**src/source/game_input_pkg.sv**
```systemverilog
package game_input_pkg;

  // command codes toward the game engine
  typedef logic [2:0] game_cmd_t;

  localparam game_cmd_t CMD_NONE       = 3'd0;
  localparam game_cmd_t CMD_LEFT       = 3'd1;
  localparam game_cmd_t CMD_RIGHT      = 3'd2;
  localparam game_cmd_t CMD_DOWN       = 3'd3;
  localparam game_cmd_t CMD_DROP       = 3'd4;
  localparam game_cmd_t CMD_HOLD       = 3'd5;
  localparam game_cmd_t CMD_ROTATE     = 3'd6;
  localparam game_cmd_t CMD_ROTATE_REV = 3'd7;

  localparam int CLKS_PER_BIT    = 16;  // far more on a real board
  localparam int DEBOUNCE_CYCLES = 8;
  localparam int QUEUE_DEPTH     = 8;
  localparam int CREDIT_MAX      = 4;   // command slots in the engine
  localparam int BUTTON_COUNT    = 4;

  // button index to command
  localparam game_cmd_t BUTTON_CMD [BUTTON_COUNT] =
    '{CMD_RIGHT, CMD_HOLD, CMD_ROTATE, CMD_LEFT};

  typedef logic [7:0] rx_byte_t;

  typedef logic [$clog2(CLKS_PER_BIT)-1:0]    bit_timer_t;
  typedef logic [3:0]                         bit_index_t;  // start, 8 data, stop
  typedef logic [$clog2(DEBOUNCE_CYCLES)-1:0] debounce_cnt_t;
  typedef logic [$clog2(QUEUE_DEPTH)-1:0]     queue_ptr_t;
  typedef logic [$clog2(QUEUE_DEPTH+1)-1:0]   queue_fill_t;
  typedef logic [$clog2(CREDIT_MAX+1)-1:0]    credit_cnt_t;

  typedef struct packed {
    logic     valid;
    rx_byte_t data;
  } rx_beat_t;

  typedef struct packed {
    logic      valid;
    game_cmd_t cmd;
  } cmd_beat_t;

endpackage

```
**src/source/command_arbiter.sv**
```systemverilog
`timescale 1ns/1ps

module command_arbiter import game_input_pkg::*; (
  input  logic                    clk,
  input  logic                    reset_n,
  input  rx_beat_t                rx_beat,
  input  logic [BUTTON_COUNT-1:0] levels,
  output cmd_beat_t               cmd
);

  logic [BUTTON_COUNT-1:0] levels_q;
  logic [BUTTON_COUNT-1:0] pending;
  logic [BUTTON_COUNT-1:0] btn_grant;
  logic [BUTTON_COUNT-1:0] rise;
  game_cmd_t               btn_cmd;
  game_cmd_t               key_cmd;
  logic                    key_hit;

  // letters in either case, anything else is no command
  function automatic game_cmd_t decode_key(rx_byte_t key);
    case (key)
      "A", "a": return CMD_LEFT;
      "D", "d": return CMD_RIGHT;
      "W", "w": return CMD_DOWN;
      "S", "s": return CMD_DROP;
      "C", "c": return CMD_HOLD;
      "X", "x": return CMD_ROTATE;
      "Z", "z": return CMD_ROTATE_REV;
      default:  return CMD_NONE;
    endcase
  endfunction

  assign key_cmd = decode_key(rx_beat.data);
  assign key_hit = rx_beat.valid && (key_cmd != CMD_NONE);
  assign rise    = levels & ~levels_q;

  // lowest pending index wins
  always_comb begin
    btn_grant = '0;
    btn_cmd   = CMD_NONE;
    for (int i = BUTTON_COUNT - 1; i >= 0; i--) begin
      if (pending[i]) begin
        btn_grant    = '0;
        btn_grant[i] = 1'b1;
        btn_cmd      = BUTTON_CMD[i];
      end
    end
  end

  always_ff @(posedge clk) begin
    if (!reset_n) begin
      levels_q  <= '0;
      pending   <= '0;
      cmd.valid <= 1'b0;
    end else begin
      levels_q  <= levels;
      // key byte takes the slot, buttons wait
      pending   <= (pending & ~(key_hit ? '0 : btn_grant)) | rise;
      cmd.valid <= key_hit || (|pending);
    end
  end

  always_ff @(posedge clk) begin
    cmd.cmd <= key_hit ? key_cmd : btn_cmd;
  end

endmodule

```
**src/source/command_queue.sv**
```systemverilog
`timescale 1ns/1ps

module command_queue import game_input_pkg::*; (
  input  logic      clk,
  input  logic      reset_n,
  input  cmd_beat_t cmd_in,
  input  logic      credit,
  output cmd_beat_t cmd_out
);

  game_cmd_t   mem [QUEUE_DEPTH];
  queue_ptr_t  wr_ptr;
  queue_ptr_t  rd_ptr;
  queue_fill_t fill;
  credit_cnt_t credits;

  logic empty;
  logic full;
  logic can_send;
  logic pop;
  logic bypass;
  logic push;
  logic send;

  assign empty    = (fill == '0);
  assign full     = (fill == queue_fill_t'(QUEUE_DEPTH));
  assign can_send = (credits != '0);
  assign pop      = can_send && !empty;
  // empty queue hands a new command straight to the output stage
  assign bypass   = can_send && empty && cmd_in.valid;
  assign push     = cmd_in.valid && !full && !bypass;  // full drops it
  assign send     = pop || bypass;

  always_ff @(posedge clk) begin
    if (!reset_n) begin
      wr_ptr        <= '0;
      rd_ptr        <= '0;
      fill          <= '0;
      credits       <= credit_cnt_t'(CREDIT_MAX);
      cmd_out.valid <= 1'b0;
    end else begin
      if (push)
        wr_ptr <= wr_ptr + 1'b1;  // wraps at depth
      if (pop)
        rd_ptr <= rd_ptr + 1'b1;
      fill          <= fill + queue_fill_t'(push) - queue_fill_t'(pop);
      // returned credit and a send in one cycle cancel
      credits       <= credits + credit_cnt_t'(credit) - credit_cnt_t'(send);
      cmd_out.valid <= send;
    end
  end

  always_ff @(posedge clk) begin
    if (push)
      mem[wr_ptr] <= cmd_in.cmd;
  end

  always_ff @(posedge clk) begin
    if (send)
      cmd_out.cmd <= pop ? mem[rd_ptr] : cmd_in.cmd;
  end

endmodule

```
**src/source/game_control.sv**
```systemverilog
`timescale 1ns/1ps

module game_control import game_input_pkg::*; (
  input  logic                    clk,
  input  logic                    reset_n,
  input  logic [BUTTON_COUNT-1:0] usr_btn,
  input  logic                    uart_rx,
  input  logic                    credit,
  output cmd_beat_t               cmd_out
);

  rx_beat_t                rx_beat;
  logic [BUTTON_COUNT-1:0] levels;
  cmd_beat_t               arb_cmd;

  uart_rx rx_i (
    .clk     (clk),
    .reset_n (reset_n),
    .rx      (uart_rx),
    .beat    (rx_beat)
  );

  // one debouncer per button pin
  for (genvar i = 0; i < BUTTON_COUNT; i++) begin : g_btn
    key_debouncer debouncer_i (
      .clk     (clk),
      .reset_n (reset_n),
      .pin     (usr_btn[i]),
      .level   (levels[i])
    );
  end

  command_arbiter arbiter_i (
    .clk     (clk),
    .reset_n (reset_n),
    .rx_beat (rx_beat),
    .levels  (levels),
    .cmd     (arb_cmd)
  );

  command_queue queue_i (
    .clk     (clk),
    .reset_n (reset_n),
    .cmd_in  (arb_cmd),
    .credit  (credit),
    .cmd_out (cmd_out)
  );

endmodule

```
**src/source/key_debouncer.sv**
```systemverilog
`timescale 1ns/1ps

module key_debouncer import game_input_pkg::*; (
  input  logic clk,
  input  logic reset_n,
  input  logic pin,
  output logic level
);

  logic [1:0]    pin_sync;
  debounce_cnt_t count;

  wire pin_s = pin_sync[1];

  always_ff @(posedge clk) begin
    if (!reset_n) begin
      pin_sync <= '0;
      count    <= '0;
      level    <= 1'b0;
    end else begin
      pin_sync <= {pin_sync[0], pin};
      if (pin_s == level) begin
        count <= '0;  // bounce back restarts
      end else if (count == debounce_cnt_t'(DEBOUNCE_CYCLES - 1)) begin
        level <= pin_s;
        count <= '0;
      end else begin
        count <= count + 1'b1;
      end
    end
  end

endmodule

```
**src/source/uart_rx.sv**
```systemverilog
`timescale 1ns/1ps

module uart_rx import game_input_pkg::*; (
  input  logic     clk,
  input  logic     reset_n,
  input  logic     rx,
  output rx_beat_t beat
);

  logic [1:0] rx_sync;
  logic       rx_prev;
  logic       busy;
  bit_timer_t timer;
  bit_index_t bit_idx;
  logic       valid_q;
  rx_byte_t   shift;

  wire rx_s       = rx_sync[1];
  wire sample_now = busy && (timer == '0);

  assign beat = '{valid: valid_q, data: shift};

  always_ff @(posedge clk) begin
    if (!reset_n) begin
      rx_sync <= 2'b11;  // line idles high
      rx_prev <= 1'b1;
      busy    <= 1'b0;
      timer   <= '0;
      bit_idx <= '0;
      valid_q <= 1'b0;
    end else begin
      rx_sync <= {rx_sync[0], rx};
      rx_prev <= rx_s;
      valid_q <= 1'b0;
      if (!busy) begin
        if (rx_prev && !rx_s) begin
          // wait half a bit to land mid start bit
          busy    <= 1'b1;
          timer   <= bit_timer_t'(CLKS_PER_BIT / 2 - 1);
          bit_idx <= '0;
        end
      end else if (timer != '0) begin
        timer <= timer - 1'b1;
      end else begin
        timer   <= bit_timer_t'(CLKS_PER_BIT - 1);
        bit_idx <= bit_idx + 1'b1;
        if (bit_idx == '0) begin
          if (rx_s)
            busy <= 1'b0;  // start bit gone, just a glitch
        end else if (bit_idx == bit_index_t'(9)) begin
          busy    <= 1'b0;
          valid_q <= rx_s;  // low stop bit drops the byte
        end
      end
    end
  end

  // data bits arrive lsb first
  always_ff @(posedge clk) begin
    if (sample_now && bit_idx != '0 && bit_idx != bit_index_t'(9))
      shift <= {rx_s, shift[7:1]};
  end

endmodule
```
**config.mk**
```make
export PLATFORM = sky130hd
export DESIGN_NAME = game_control
export DESIGN_NICKNAME = d
export VERILOG_FILES = /design/src/source/game_input_pkg.sv /design/src/source/command_arbiter.sv /design/src/source/command_queue.sv /design/src/source/game_control.sv /design/src/source/key_debouncer.sv /design/src/source/uart_rx.sv
export SDC_FILE = /design/constraint.sdc
export NUM_CORES = 1
export LEC_CHECK = 0
export BUFFER_PORTS_ARGS = -buffer_cell sky130_fd_sc_hd__buf_4
export CAP_MARGIN = 20
export CORE_ASPECT_RATIO = 0.75
export CORE_MARGIN = 1
export CORE_UTILIZATION = 55
export DETAILED_ROUTE_END_ITERATION = 16
export PLACE_DENSITY = 0.83
export SYNTH_ARGS = -nofsm -noshare
export SYNTH_HDL_FRONTEND = slang
export SYNTH_SLANG_ARGS = --single-unit
```
**constraint.sdc**
```tcl
create_clock -name clk -period 2.6 [get_ports clk]
set_clock_uncertainty 0.2 [all_clocks]
set_input_delay 0.52 -clock clk [delete_from_list [all_inputs] [get_ports clk]]
set_output_delay 0.52 -clock clk [all_outputs]
set_load 0.01 [all_outputs]
```
After elaboration in Yosys (flattened, before gate mapping). Memories as Yosys holds them, arrays and structs flattened. A register that Yosys moved wholly into a read port is not among the register bits. Cells that the tools add are included.

Equal/unequal tests: 26. Bitwise operators: 12. Multiplexer cells: 28. Reductions and logical operators: 42. $add $sub $neg: 12.

Operator list (count): $eq 8x7->1 const B (14); $mux 4 (11); $mux 3 (7); $pmux 3 s7 (1); $add 3x1->3 const B (6); $reduce_or 2->1 (7); $eq 3x3->1 const B (4); $logic_not 4->1 (3); $reduce_or 3->1 (4); $logic_and 1x1->1 (10); $reduce_and 2->1 (5); $mux 1 (9); $and 4x4->4 (2); $eq 4x4->1 const B (2); $not 4->4 (2); $reduce_bool 4->1 (2); $not 1->1 (7); $reduce_bool 3->1 (2); $reduce_or 5->1 (1); $add 4x1->4 (1); $add 4x1->4 const B (1); $eq 1x1->1 (4); $logic_not 1->1 (4); $ne 4x4->1 const B (1); 9 further kinds (10).

Memories: 1. Memory bits (writable): 24. Output and inout port bits: 4. Register bits: 74.

Memories: queue_i.mem (words 8, width 3, rd ports 1, clocked after memory_dff 1, write ports 1, RTL line command_queue.sv:11) `game_cmd_t mem [QUEUE_DEPTH];`.

Longest topological paths before layout. Gate-level depths: netlist of the first run.

Depth after elaboration: 9. Mapped depth: 13. Mapped depth without buffers: 12.

Cells and area by module. Synthesis of the first run repeated with hierarchy kept, for this count alone.

Cell total of the unflattened synthesis: 352. Area total of the unflattened synthesis: 4170.2 sq um.

Modules (own cells, without submodules): command_queue (area each 1900.6 sq um, cells an instance 143, instances 1); uart_rx (area each 867.1 sq um, cells an instance 79, instances 1); key_debouncer (area each 210.2 sq um, cells an instance 17, instances 4); command_arbiter (area each 561.8 sq um, cells an instance 62, instances 1).

Worst setup path after synthesis of the first run. OpenSTA, ideal clock, no wires.

Path kind: register to register. From: reg queue_i.credits[0]. To: reg queue_i.credits[2]. Setup slack: -0.192 ns. Stages on the path, launching flop included: 12. Path buffers: 1. Setup time: 0.124 ns. Clock period less this slack: 2.792 ns. Data required time: 2.276 ns. Arrival: 2.468 ns. Cells stage by stage: dfxtp_1 or3_1 o21a_1 clkbuf_1 a21o_1 ha_1 inv_1 ha_1 fa_1 xnor2_1 xnor2_1 nand2_1.

Elaborated cells between the ends (all ways): 7.

RTL lines: from (decl) (RTL line command_queue.sv:15) `credit_cnt_t credits;`; from (signal assigned) (RTL line command_queue.sv:39) `credits <= credit_cnt_t'(CREDIT_MAX);`; from (signal assigned) (RTL line command_queue.sv:48) `credits <= credits + credit_cnt_t'(credit) - credit_cnt_t'(send);`; $reduce_bool 3->1 (RTL line command_queue.sv:27) `assign can_send = (credits != '0);`; $logic_and 1x1->1 (RTL line command_queue.sv:28) `assign pop = can_send && !empty;`; via queue_i.pop (RTL line command_queue.sv:20) `logic pop;`; $logic_or 1x1->1 (RTL line command_queue.sv:32) `assign send = pop || bypass;`; via queue_i.send (RTL line command_queue.sv:23) `logic send;`; $sub 3x1->3 (RTL line command_queue.sv:48).

The timed path passes the listed nets, and every way through them passes these cells. A chain may end at the register's enable or synchronous reset.

Worst setup path after layout of the first run.
From: reg queue_i.credits[1]. To: reg queue_i.credits[2].

Word-level cells in the longest chain between the ends: 5. Elaborated cells between the ends (all ways): 7.

RTL lines: $reduce_bool 3->1 * (RTL line command_queue.sv:27); $logic_and 1x1->1 (2 in series) (RTL line command_queue.sv:30) `assign bypass = can_send && empty && cmd_in.valid;`; $logic_or 1x1->1 * (RTL line command_queue.sv:32); via queue_i.send (RTL line command_queue.sv:23); $sub 3x1->3 * (RTL line command_queue.sv:48).

Mark *: on every way through the listed nets, which the timed path passes. The rest lies on a longest branch.

==> results of run 1 <==
worst max-delay path: cells and delay by family, from the launching register on:
kind | cells | cell delay (ps)
buffers and inverters | 1 | 50
XOR/XNOR | 2 | 280
AO/OA/AOI/OAI | 2 | 300
flip-flops | 1 | 340
adder cells (fa/ha/maj) | 3 | 800
AND/OR/NAND/NOR | 2 | 460
kinds of logic (layout without fill, tap and decap cells):
logic type | count (synthesis) | count (layout) | share of synthesized area
AO/OA/AOI/OAI | 44 | 44 | 0.0660
XOR/XNOR | 12 | 12 | 0.0253
adder cells (fa/ha/maj) | 24 | 24 | 0.0760
buffers and inverters | 35 | 57 | 0.0353
flip-flops | 101 | 101 | 0.572
multiplexers | 16 | 16 | 0.0579
AND/OR/NAND/NOR | 128 | 128 | 0.168
where the power goes:
group	leakage [nW]	total (mW)	switching [mW]	internal (mW)
combinational	0.797	0.991	0.476	0.515
sequential	0.845	1.87	0.0939	1.78
clock	0.124	1.17	0.503	0.664
synth_stat cells, drive strengths merged, types with 3 or more instances:
master  instances  area [um^2]
nor4            7         43.8
edfxtp         35         1050
nand3           6         30.0
mux4            6          135
and2           24          150
xor2            3         26.3
o21ai           5         25.0
a211oi          3         22.5
nand2b          9         56.3
xnor2           9         78.8
nor2b           4         25.0
inv            22         82.6
ha             22          275
dfxtp          66         1320
mux2i           9         90.1
nor2           31          116
nand2          15         56.3
or3             5         32.5
buf             4         30.0
nor3           12         60.1
clkbuf          9         33.8
o31ai           3         22.5
a21oi          19         95.1
state kept, by name (all words and copies together), names as in the netlist, named ones only:
register / cells
queue_i.rd_ptr: 3
rx_i.busy: 1
g_btn.debouncer_i.level: 4
g_btn.debouncer_i.pin_sync: 8
rx_i.shift: 8
queue_i.credits: 3
rx_i.bit_idx: 4
rx_i.rx_prev: 1
queue_i.cmd_out: 4
arbiter_i.pending: 4
arbiter_i.cmd: 4
rx_i.timer: 4
g_btn.debouncer_i.count: 12
queue_i.fill: 4
arbiter_i.levels_q: 4
rx_i.valid_q: 1
queue_i.wr_ptr: 3
rx_i.rx_sync: 2
queue_i.mem: 24
path summary, 6_finish.rpt:
kind,slack (ps),end,from
worst max-delay path,60,queue_i.credits[2],queue_i.credits[1]
worst min-delay path,160,rx_i.rx_sync[0],uart_rx
worst max register to register,60,queue_i.credits[2],queue_i.credits[1]
worst min register to register,230,rx_i.rx_sync[1],rx_i.rx_sync[0]
metal layers:
metal / vias up / track usage / share of wire
li1: 1282 / - / -
met1: 1194 / 0.226 / 0.46
met2: 35 / 0.313 / 0.51
met3: 5 / 0.0438 / 0.025
met4: 0 / 0.0514 / 0.0068
met5: - / 0 / 0
through the flow:
stage                     setup slack [ps]  TNS [ps]  instance area (um^2)   util  hold slack, ps
after detailed placement              15.8         0                  4360  0.595             211
after global placement                 118         0                  4360  0.595             196
after floorplan                      -42.5     -42.5                  4180      -             186
after CTS                             15.2         0                  4610  0.629             145
after global routing                  5.06         0                  4630  0.632             162
final                                 58.0         0                  4630  0.632             158
placed cells by master, fill, tap and decap left out, types with 10 or more instances in the layout:
cell type | netlist | routed
dfxtp_1 | 66 | 64
edfxtp_1 | 35 | 35
nor2_1 | 31 | 31
and2_1 | 24 | 24
inv_1 | 22 | 22
ha_1 | 22 | 20
a21oi_1 | 19 | 19
buf_4 | 0 | 19
nand2_1 | 15 | 15
nor3_1 | 12 | 12
clkbuf_8 | 0 | 10
cell type report:
cell class	instances	area (um^2)	area share
repair buffers	19	143	0.0308
multi-input cells	224	1660	0.358
flip-flops and latches	101	2370	0.513
inverters	22	82.6	0.0178
clock inverters	6	109	0.0235
clock buffers	10	138	0.0297
well taps	101	126	0.0273
what timing repair did:
action / 4_1_cts / 5_1_grt
endpoints found under the setup margin: 0 / 4
resized for setup: 0 / 3
buffers inserted: 0 / 2
==> key figures, run 1 <==
Global routing
  – Vias in the first global route: 2511
  – Grt total ovfl: 0
  – Global-route wire length before repair: 11.2 mm
  – Antenna violations before repair: 0
  – Largest net degree at the start of global routing: 29
  – GRT Total Usage: 0.182

Power and ir drop
  – PwrDens: ~870 nW/um^2
  – Power Total: between 4 and 5 mW
  – Max VDD drop: approximately 0.48 mV
  – Leak pwr: approximately 1.8 nW

Synthesis
  – Mapped Cells: 360
  – Synth cell types: 49
  – Syn Area/Cell: ~12 um^2
  – Syn Std Cell Area: just over 4000 um^2
  – Sequential area share after synthesis: 0.572
  – Async set or reset register ratio after synthesis: 0
  – Total number of yosys warnings: 0
  – Net Count, Synth: slightly below 400
  – Post-synth EDFFs: 35
  – FF+latch count, synth: around 100
  – Primary FF master, synth: dfxtp_1

Die
  – Initial Util: 0.566
  – Die outline width: roughly 100 um
  – Core ar.: ~7300 um^2
  – Num rows: 27
  – Die area: between 7000 and 8000 um^2
  – Die Height: just under 80 um
  – IO Count: 12

Critical path
  – CP cell instances: or3_4 -> o21a_1 -> a21o_1 -> ha_1 -> inv_1 -> ha_2 -> fa_2 -> xnor2_2 -> xnor2_1 -> nand2_1
  – Crit-path max cell delay: ~390 ps
  – Crit path DAT: 2580 ps
  – Crit-path max FO: 3
  – Setup crit end kind: flop
  – Crit path kind: flop to flop
  – Critical path's slowest cell: or3_4
  – Reg2Reg Depth: 10
  – CP startpoint kind: flop
  – Critical path required time: around 2600 ps

Layout
  – Synthesis-to-layout area growth: 11.6%
  – Layout fillers: 593
  – Layout cells sized above 1: 0.152
  – ANT cells: 0
  – Final non-filler cell total: between 400 and 500
  – Final nets: 409

Clocking
  – H-tree Lvls: 3
  – Hold_buf cts: 0
  – Worst-Skew Late Latency: between 300 and 400 ps
  – Clk sink count: 101
  – CTS Buffer Depth: 2
  – CTS Root Cell: clkbuf_8
  – CTS tree: yes
  – Clock transition at path regs: about 90 ps
  – TritonCTS Buffers: 9

Detailed routing
  – Routed WL per cell: ~13 um
  – Final ANT Viol Nets: 0
  – Via Count: 2516
  – TritonRoute pass-1 iters: 4
  – Routed WL: 6.46 mm
  – 1st-iter DRT viols: 84
  – DR vias/cell: roughly 5.2
  – DRC Markers: 0

Placed design
  – HPWL Detailed: 4.68 mm
  – DP Cell Count: about 470
  – IO buf count: 11
  – RD Place Congestion: between 0.7 and 0.8

Timing
  – Setup-failing EPs final: 0
  – Tcrit/Tclk final: 0.978
  – Slew margin rel.: 0.585
  – RSZ-0062 raised after global routing: false
  – Final Max Tran Viols: 0
  – Final Hold Fails: 0
  – Fin crit period: roughly 2500 ps
  – Slew @ Worst Pin: roughly 620 ps
  – Fmax: between 0.3 and 0.4 GHz

Flow run
  – Max Cap Viol: 0

Min path
  – Hold Crit Depth: 2
  – Min-delay worst type: input pin to flop

Status
  – Status: finished clean
(Power assumes the default switching activity.)
==> inputs of run 2 (changes only) <==
--- a/config.mk
+++ b/config.mk
@@ -5,7 +5,7 @@
 export SDC_FILE = /design/constraint.sdc
 export NUM_CORES = 1
 export LEC_CHECK = 0
-export BUFFER_PORTS_ARGS = -buffer_cell sky130_fd_sc_hd__buf_4
+export BUFFER_PORTS_ARGS = -buffer_cell sky130_fd_sc_hd__buf_2
 export CAP_MARGIN = 20
 export CORE_ASPECT_RATIO = 0.75
 export CORE_MARGIN = 1
==> key figures, run 2 (synthesis gave the netlist of run 1 again) <==
Critical path
  – Worst R2R Setup Slack: about 67 ps
  – Reg2Reg Depth: 10
  – Crit-path max cell delay: ~390 ps
  – Crit-path max FO: 3
  – Crit path kind: flop to flop
  – CP cell instances: or3_4 -> o21a_1 -> a21o_1 -> ha_1 -> inv_1 -> ha_2 -> fa_2 -> xnor2_2 -> xnor2_1 -> nand2_1
  – CP startpoint kind: flop
  – R2R Path Start: queue_i.credits[2]
  – Setup crit end kind: flop
  – Critical path's slowest cell: or3_4
  – Crit path DAT: 2580 ps
  – Critical path required time: between 2000 and 3000 ps
  – Crit Reg-Reg Endpoint: queue_i.credits[2]

Detailed routing
  – TritonRoute pass-1 iters: 4
  – Routed WL: 6.50 mm
  – 1st-iter DRT viols: just under 80
  – DRC Markers: 0
  – DR vias/cell: approximately 5.4
  – Via Count: between 2000 and 3000
  – Final ANT Viol Nets: 0
  – Routed WL per cell: 13.5 um

Layout
  – Final non-filler cell total: approximately 480
  – Final instance area: 4560 um^2
  – Most common cell after layout, fill and taps aside: dfxtp_1
  – Max reg flops: 24
  – Footprint of the multi-input gates: 1660 um^2
  – Final Util: 0.622
  – Register area: between 2000 and 2500 um^2
  – Layout fillers: 592
  – Top Registers: queue_i.mem (24), g_btn.debouncer_i.count (12)
  – Synthesis-to-layout area growth: 9.95%
  – Final nets: about 410
  – Layout cells sized above 1: 0.150
  – ANT cells: 0
  – Biggest register: queue_i.mem
  – Commonest cells after routing, fill and taps aside: dfxtp_1 (64), edfxtp_1 (35), nor2_1 (31)

Timing
  – Slew @ Worst Pin: around 680 ps
  – Fin crit period: roughly 2500 ps
  – RSZ-0062 raised after global routing: true
  – Setup TNS: 0 ps
  – Slew margin rel.: 0.543
  – Final Max Tran Viols: 0
  – Final Hold Fails: 0
  – Fmax: 0.395 GHz
  – Setup-failing EPs final: 0
  – Tcrit/Tclk final: 0.974

Clocking
  – H-tree Lvls: 3
  – TritonCTS Buffers: 9
  – Clock transition at path regs: roughly 90 ps
  – Worst-Skew Late Latency: 360 ps
  – CTS tree: yes
  – Clk sink count: about 100
  – CTS Buffer Depth: 2
  – Hold_buf cts: 0
  – CTS Root Cell: clkbuf_8

Die
  – Die outline width: slightly above 100 um
  – Die area: 7900 um^2
  – Die Height: roughly 77 um
  – IO Count: 12
  – Initial Util: 0.566
  – Num rows: 27
  – Core ar.: about 7300 um^2

Placed design
  – Post-placement cell area: 4330 um^2
  – DP Cell Count: 465
  – RD Place Congestion: about 0.8
  – HPWL Detailed: about 4.6 mm
  – IO buf count: 11

Min path
  – Worst Min Path Start: uart_rx
  – Min-delay worst type: input pin to flop
  – Hold Crit Depth: 2
  – Hold path endpoint: rx_i.rx_sync[0]

Global routing
  – Largest net degree at the start of global routing: 31
  – Vias in the first global route: ~2500
  – Global-route wire length before repair: approximately 11 mm
  – Antenna violations before repair: 0
  – Grt total ovfl: 0
  – GRT Total Usage: 0.187

Power and ir drop
  – Max VDD drop: 0.558 mV
  – PwrDens: about 850 nW/um^2
  – Leak pwr: about 1.7 nW

Flow run
  – Max Cap Viol: 0

Status
  – Status: finished clean
## run 2: changes by cell type in the layout (fill, tap and decap cells not counted), sizes merged
cell / before / now
clkbuf: 10 / 12
bufinv: 3 / 1
inv: 23 / 24
buf: 19 / 18
clkinv: 2 / 1
## run 2: how the worst max path moves through the flow
stage	from	end	slack, ps
finish	queue_i.credits[2]	queue_i.credits[2]	70
global route	queue_i.credits[2]	queue_i.credits[2]	-3
CTS	queue_i.credits[1]	queue_i.credits[2]	30
detailed placement	queue_i.credits[1]	queue_i.credits[2]	40
global placement	queue_i.credits[1]	queue_i.credits[2]	120
floorplan	queue_i.credits[1]	queue_i.credits[2]	-40
## run 2: critical path, delay by kind of cell (launching register included)
kind	cells	cell delay, ps
adders and majority gates	3	830
xor gates and xnor gates	2	290
AOI/OAI and AO/OA	2	300
buffers and inverters	1	40
and+or+nand+nor	2	450
DFF	1	320
## run 2: repair_timing
action	4_1_cts	5_1_grt
buffers inserted	0	1
gates resized for setup	0	5
endpoints found under the setup margin	0	2
## run 2: metrics by stage
stage | hold slack (ps) | power [mW] | setup slack, ps
after floorplan | 186 | 2.63 | -42.5
after global placement | 195 | 2.79 | 119
after detailed placement | 212 | 2.86 | 39.2
after CTS | 145 | 3.87 | 32.8
after global routing | 147 | 4.10 | -3.06
final | 159 | 3.87 | 67.1
## run 2: where the power goes
part	internal, mW	switching, mW
combinational	0.507	0.472
sequential	1.78	0.0966
clock	0.526	0.489
## run 2: area by class of cell
class,count,share of cell area
inverter,22,0.0181
tap,101,0.0277
timing repair buffer,18,0.0244
multi-input combinational,224,0.363
sequential,101,0.520
clock inverter,4,0.00987
clock buffer,12,0.0365
## run 2: metal layers
layer,track usage,part of all wire
met2,0.321,0.51
met3,0.0529,0.036
met1,0.217,0.44
met4,0.0786,0.012
met5,0,0
==> inputs of run 3 (changes only) <==
--- a/config.mk
+++ b/config.mk
@@ -5,13 +5,14 @@
 export SDC_FILE = /design/constraint.sdc
 export NUM_CORES = 1
 export LEC_CHECK = 0
-export BUFFER_PORTS_ARGS = -buffer_cell sky130_fd_sc_hd__buf_2
 export CAP_MARGIN = 20
 export CORE_ASPECT_RATIO = 0.75
 export CORE_MARGIN = 1
-export CORE_UTILIZATION = 55
+export CORE_UTILIZATION = 56
+export CTS_CLUSTER_SIZE = 12
 export DETAILED_ROUTE_END_ITERATION = 16
-export PLACE_DENSITY = 0.83
+export DONT_BUFFER_PORTS = 1
+export PLACE_DENSITY = 0.82
 export SYNTH_ARGS = -nofsm -noshare
 export SYNTH_HDL_FRONTEND = slang
 export SYNTH_SLANG_ARGS = --single-unit
==> key figures, run 3 (synthesis gave the netlist of run 1 again) <==
Die
  – Initial Util: 0.593
  – Die Height: roughly 77 um
  – IO Count: 12
  – Die area: between 7000 and 8000 um^2
  – Num rows: 26
  – Die outline width: 101 um
  – Core ar.: ~7000 um^2

Timing
  – Tcrit/Tclk final: 0.958
  – Setup TNS: 0 ps
  – Hold WS: around 28 ps
  – Fmax: between 0.4 and 0.5 GHz
  – RSZ-0062 raised after global routing: false
  – Slew margin rel.: 0.583
  – Slew @ Worst Pin: ~620 ps
  – Setup-failing EPs final: 0
  – Final Hold Fails: 0
  – Final Max Tran Viols: 0
  – Final worst slack: around 110 ps
  – Fin crit period: approximately 2500 ps

Status
  – Status: finished clean

Critical path
  – CP most frequent cell: ha_4
  – R2R Path Start: queue_i.credits[2]
  – End of the critical path: queue_i.credits[2]
  – Critical Path Source: queue_i.credits[2]
  – Crit Reg-Reg Endpoint: queue_i.credits[2]
  – CP cell instances: or3_4 -> o21a_1 -> a21o_1 -> ha_4 -> inv_2 -> ha_4 -> fa_2 -> xnor2_2 -> xnor2_1 -> nand2_1
  – CP startpoint kind: flop
  – Reg2Reg Depth: 10
  – Critical path's slowest cell: or3_4
  – Critical path required time: about 2700 ps
  – Crit path kind: flop to flop
  – Crit-path max cell delay: just under 400 ps
  – Crit-path max FO: 3
  – Crit path DAT: between 2000 and 3000 ps
  – Worst R2R Setup Slack: around 110 ps
  – Setup crit end kind: flop

Global routing
  – Global-route wire length before repair: approximately 11 mm
  – Antenna violations before repair: 0
  – Grt total ovfl: 0
  – Largest net degree at the start of global routing: 29
  – Vias in the first global route: between 2000 and 3000
  – GRT Total Usage: 0.190

Clocking
  – Worst-Skew Late Latency: about 370 ps
  – TritonCTS Buffers: 9
  – CTS Buffer Depth: 2
  – Clock transition at path regs: 100 ps
  – H-tree Lvls: 3
  – CTS Root Cell: clkbuf_8
  – CTS tree: yes
  – Clk sink count: slightly above 100

Min path
  – Min-delay worst type: input pin to flop

Power and ir drop
  – Combinational share of power: 0.241
  – Power share of the clock group: 0.280
  – Flop pwr share: 0.479
  – Leak pwr: about 1.7 nW
  – NetSw: approximately 1.1 mW
  – Switching Fraction: 0.284
  – Cell Int Power: 2.84 mW
  – Max VDD drop: roughly 0.41 mV
  – Power Total: approximately 4.0 mW
  – PwrDens: ~870 nW/um^2

Detailed routing
  – DRC Markers: 0
  – Final ANT Viol Nets: 0
  – Routed WL per cell: between 10 and 15 um
  – 1st-iter DRT viols: 106
  – DR vias/cell: 5.42
  – Via Count: ~2500
  – Routed WL: around 6.6 mm
  – TritonRoute pass-1 iters: 4

Layout
  – Synthesis-to-layout area growth: 9.62%
  – Commonest cells after routing, fill and taps aside: dfxtp_1 (63), edfxtp_1 (35), nor2_1 (31)
  – Biggest register: queue_i.mem
  – Max reg flops: 24
  – Top Registers: queue_i.mem (24), g_btn.debouncer_i.count (12)
  – Layout cells sized above 1: 0.135
  – ANT cells: 0
  – Final nets: ~400
  – Most common cell after layout, fill and taps aside: dfxtp_1
  – Layout fillers: 520

Placed design
  – HPWL Detailed: between 4 and 5 mm
  – IO buf count: 0
  – RD Place Congestion: ~0.75
  – Post-placement setup slack: about 58 ps

Flow run
  – Max Cap Viol: 0
[run 3: changes by cell type in the layout (fill, tap and decap cells not counted), sizes merged]
| cell | previous run | this run |
|---|---|---|
| buf | 18 | 7 |
| clkinvlp | 0 | 1 |
| inv | 24 | 25 |
| clkbuf | 12 | 9 |
| dlygate4sd3 | 0 | 1 |
| bufinv | 1 | 2 |
[run 3: critical path: cells and delay by family (launching register included)]
kind / cells / cell delay, ps
and+or+nand+nor: 2 / 450
buffers and inverters: 1 / 40
xor gates and xnor gates: 2 / 270
DFF: 1 / 340
adders and majority gates: 3 / 790
AOI/OAI and AO/OA: 2 / 310
[run 3: final cells by class]
class                           count  area, um^2  area share
Sequential cell                   101        2380       0.523
Multi-Input combinational cell    224        1680       0.369
Clock buffer                        9         124      0.0272
Inverter                           22        82.6      0.0182
Clock inverter                      7         103      0.0226
Timing Repair Buffer                8        62.6      0.0138
Tap cell                           98         123      0.0270
[run 3: power groups by stage]
stage / clock, mW / combinational [mW] / sequential (mW)
3_5_place_dp: 0 / 0.882 / 1.93
5_1_grt: 1.18 / 1.10 / 1.92
3_3_place_gp: 0 / 0.846 / 1.93
6_report: 1.11 / 0.957 / 1.90
4_1_cts: 1.13 / 0.897 / 1.90
2_1_floorplan: 0 / 0.737 / 1.89
[run 3: worst min-delay path by stage]
stage	from	cells after the start	to	slack [ps]
after floorplan	rx_i.rx_sync[0]	1	rx_i.rx_sync[1]	190
after global placement	rx_i.shift[5]	0	rx_i.shift[4]	200
after detailed placement	rx_i.shift[5]	0	rx_i.shift[4]	220
after CTS	reset_n	1	rx_i.rx_prev	20
after global routing	reset_n	1	rx_i.rx_sync[1]	9
final	reset_n	1	rx_i.rx_prev	30
[run 3: what timing repair did]
item                                   in CTS  in global routing
setup endpoints to repair                   0                  1
gates resized for setup                     0                  8
buffers inserted                            0                  2
endpoints found under the hold margin       1                  0
hold buffers                                1                  0
[run 3: stage by stage]
| step | instances | instance area [um^2] | util |
|---|---|---|---|
| detailed placement | 450 | 4270 | 0.610 |
| finish | 469 | 4550 | 0.650 |
| global route | 469 | 4550 | 0.650 |
| CTS | 467 | 4500 | 0.644 |
| floorplan | 360 | 4180 | - |
| global placement | 450 | 4270 | 0.610 |
[run 3: layer usage]
metal | share of wire | global-route usage
met5 | 0 | 0
met2 | 0.49 | 0.327
met3 | 0.029 | 0.0560
met1 | 0.46 | 0.225
met4 | 0.012 | 0.0681
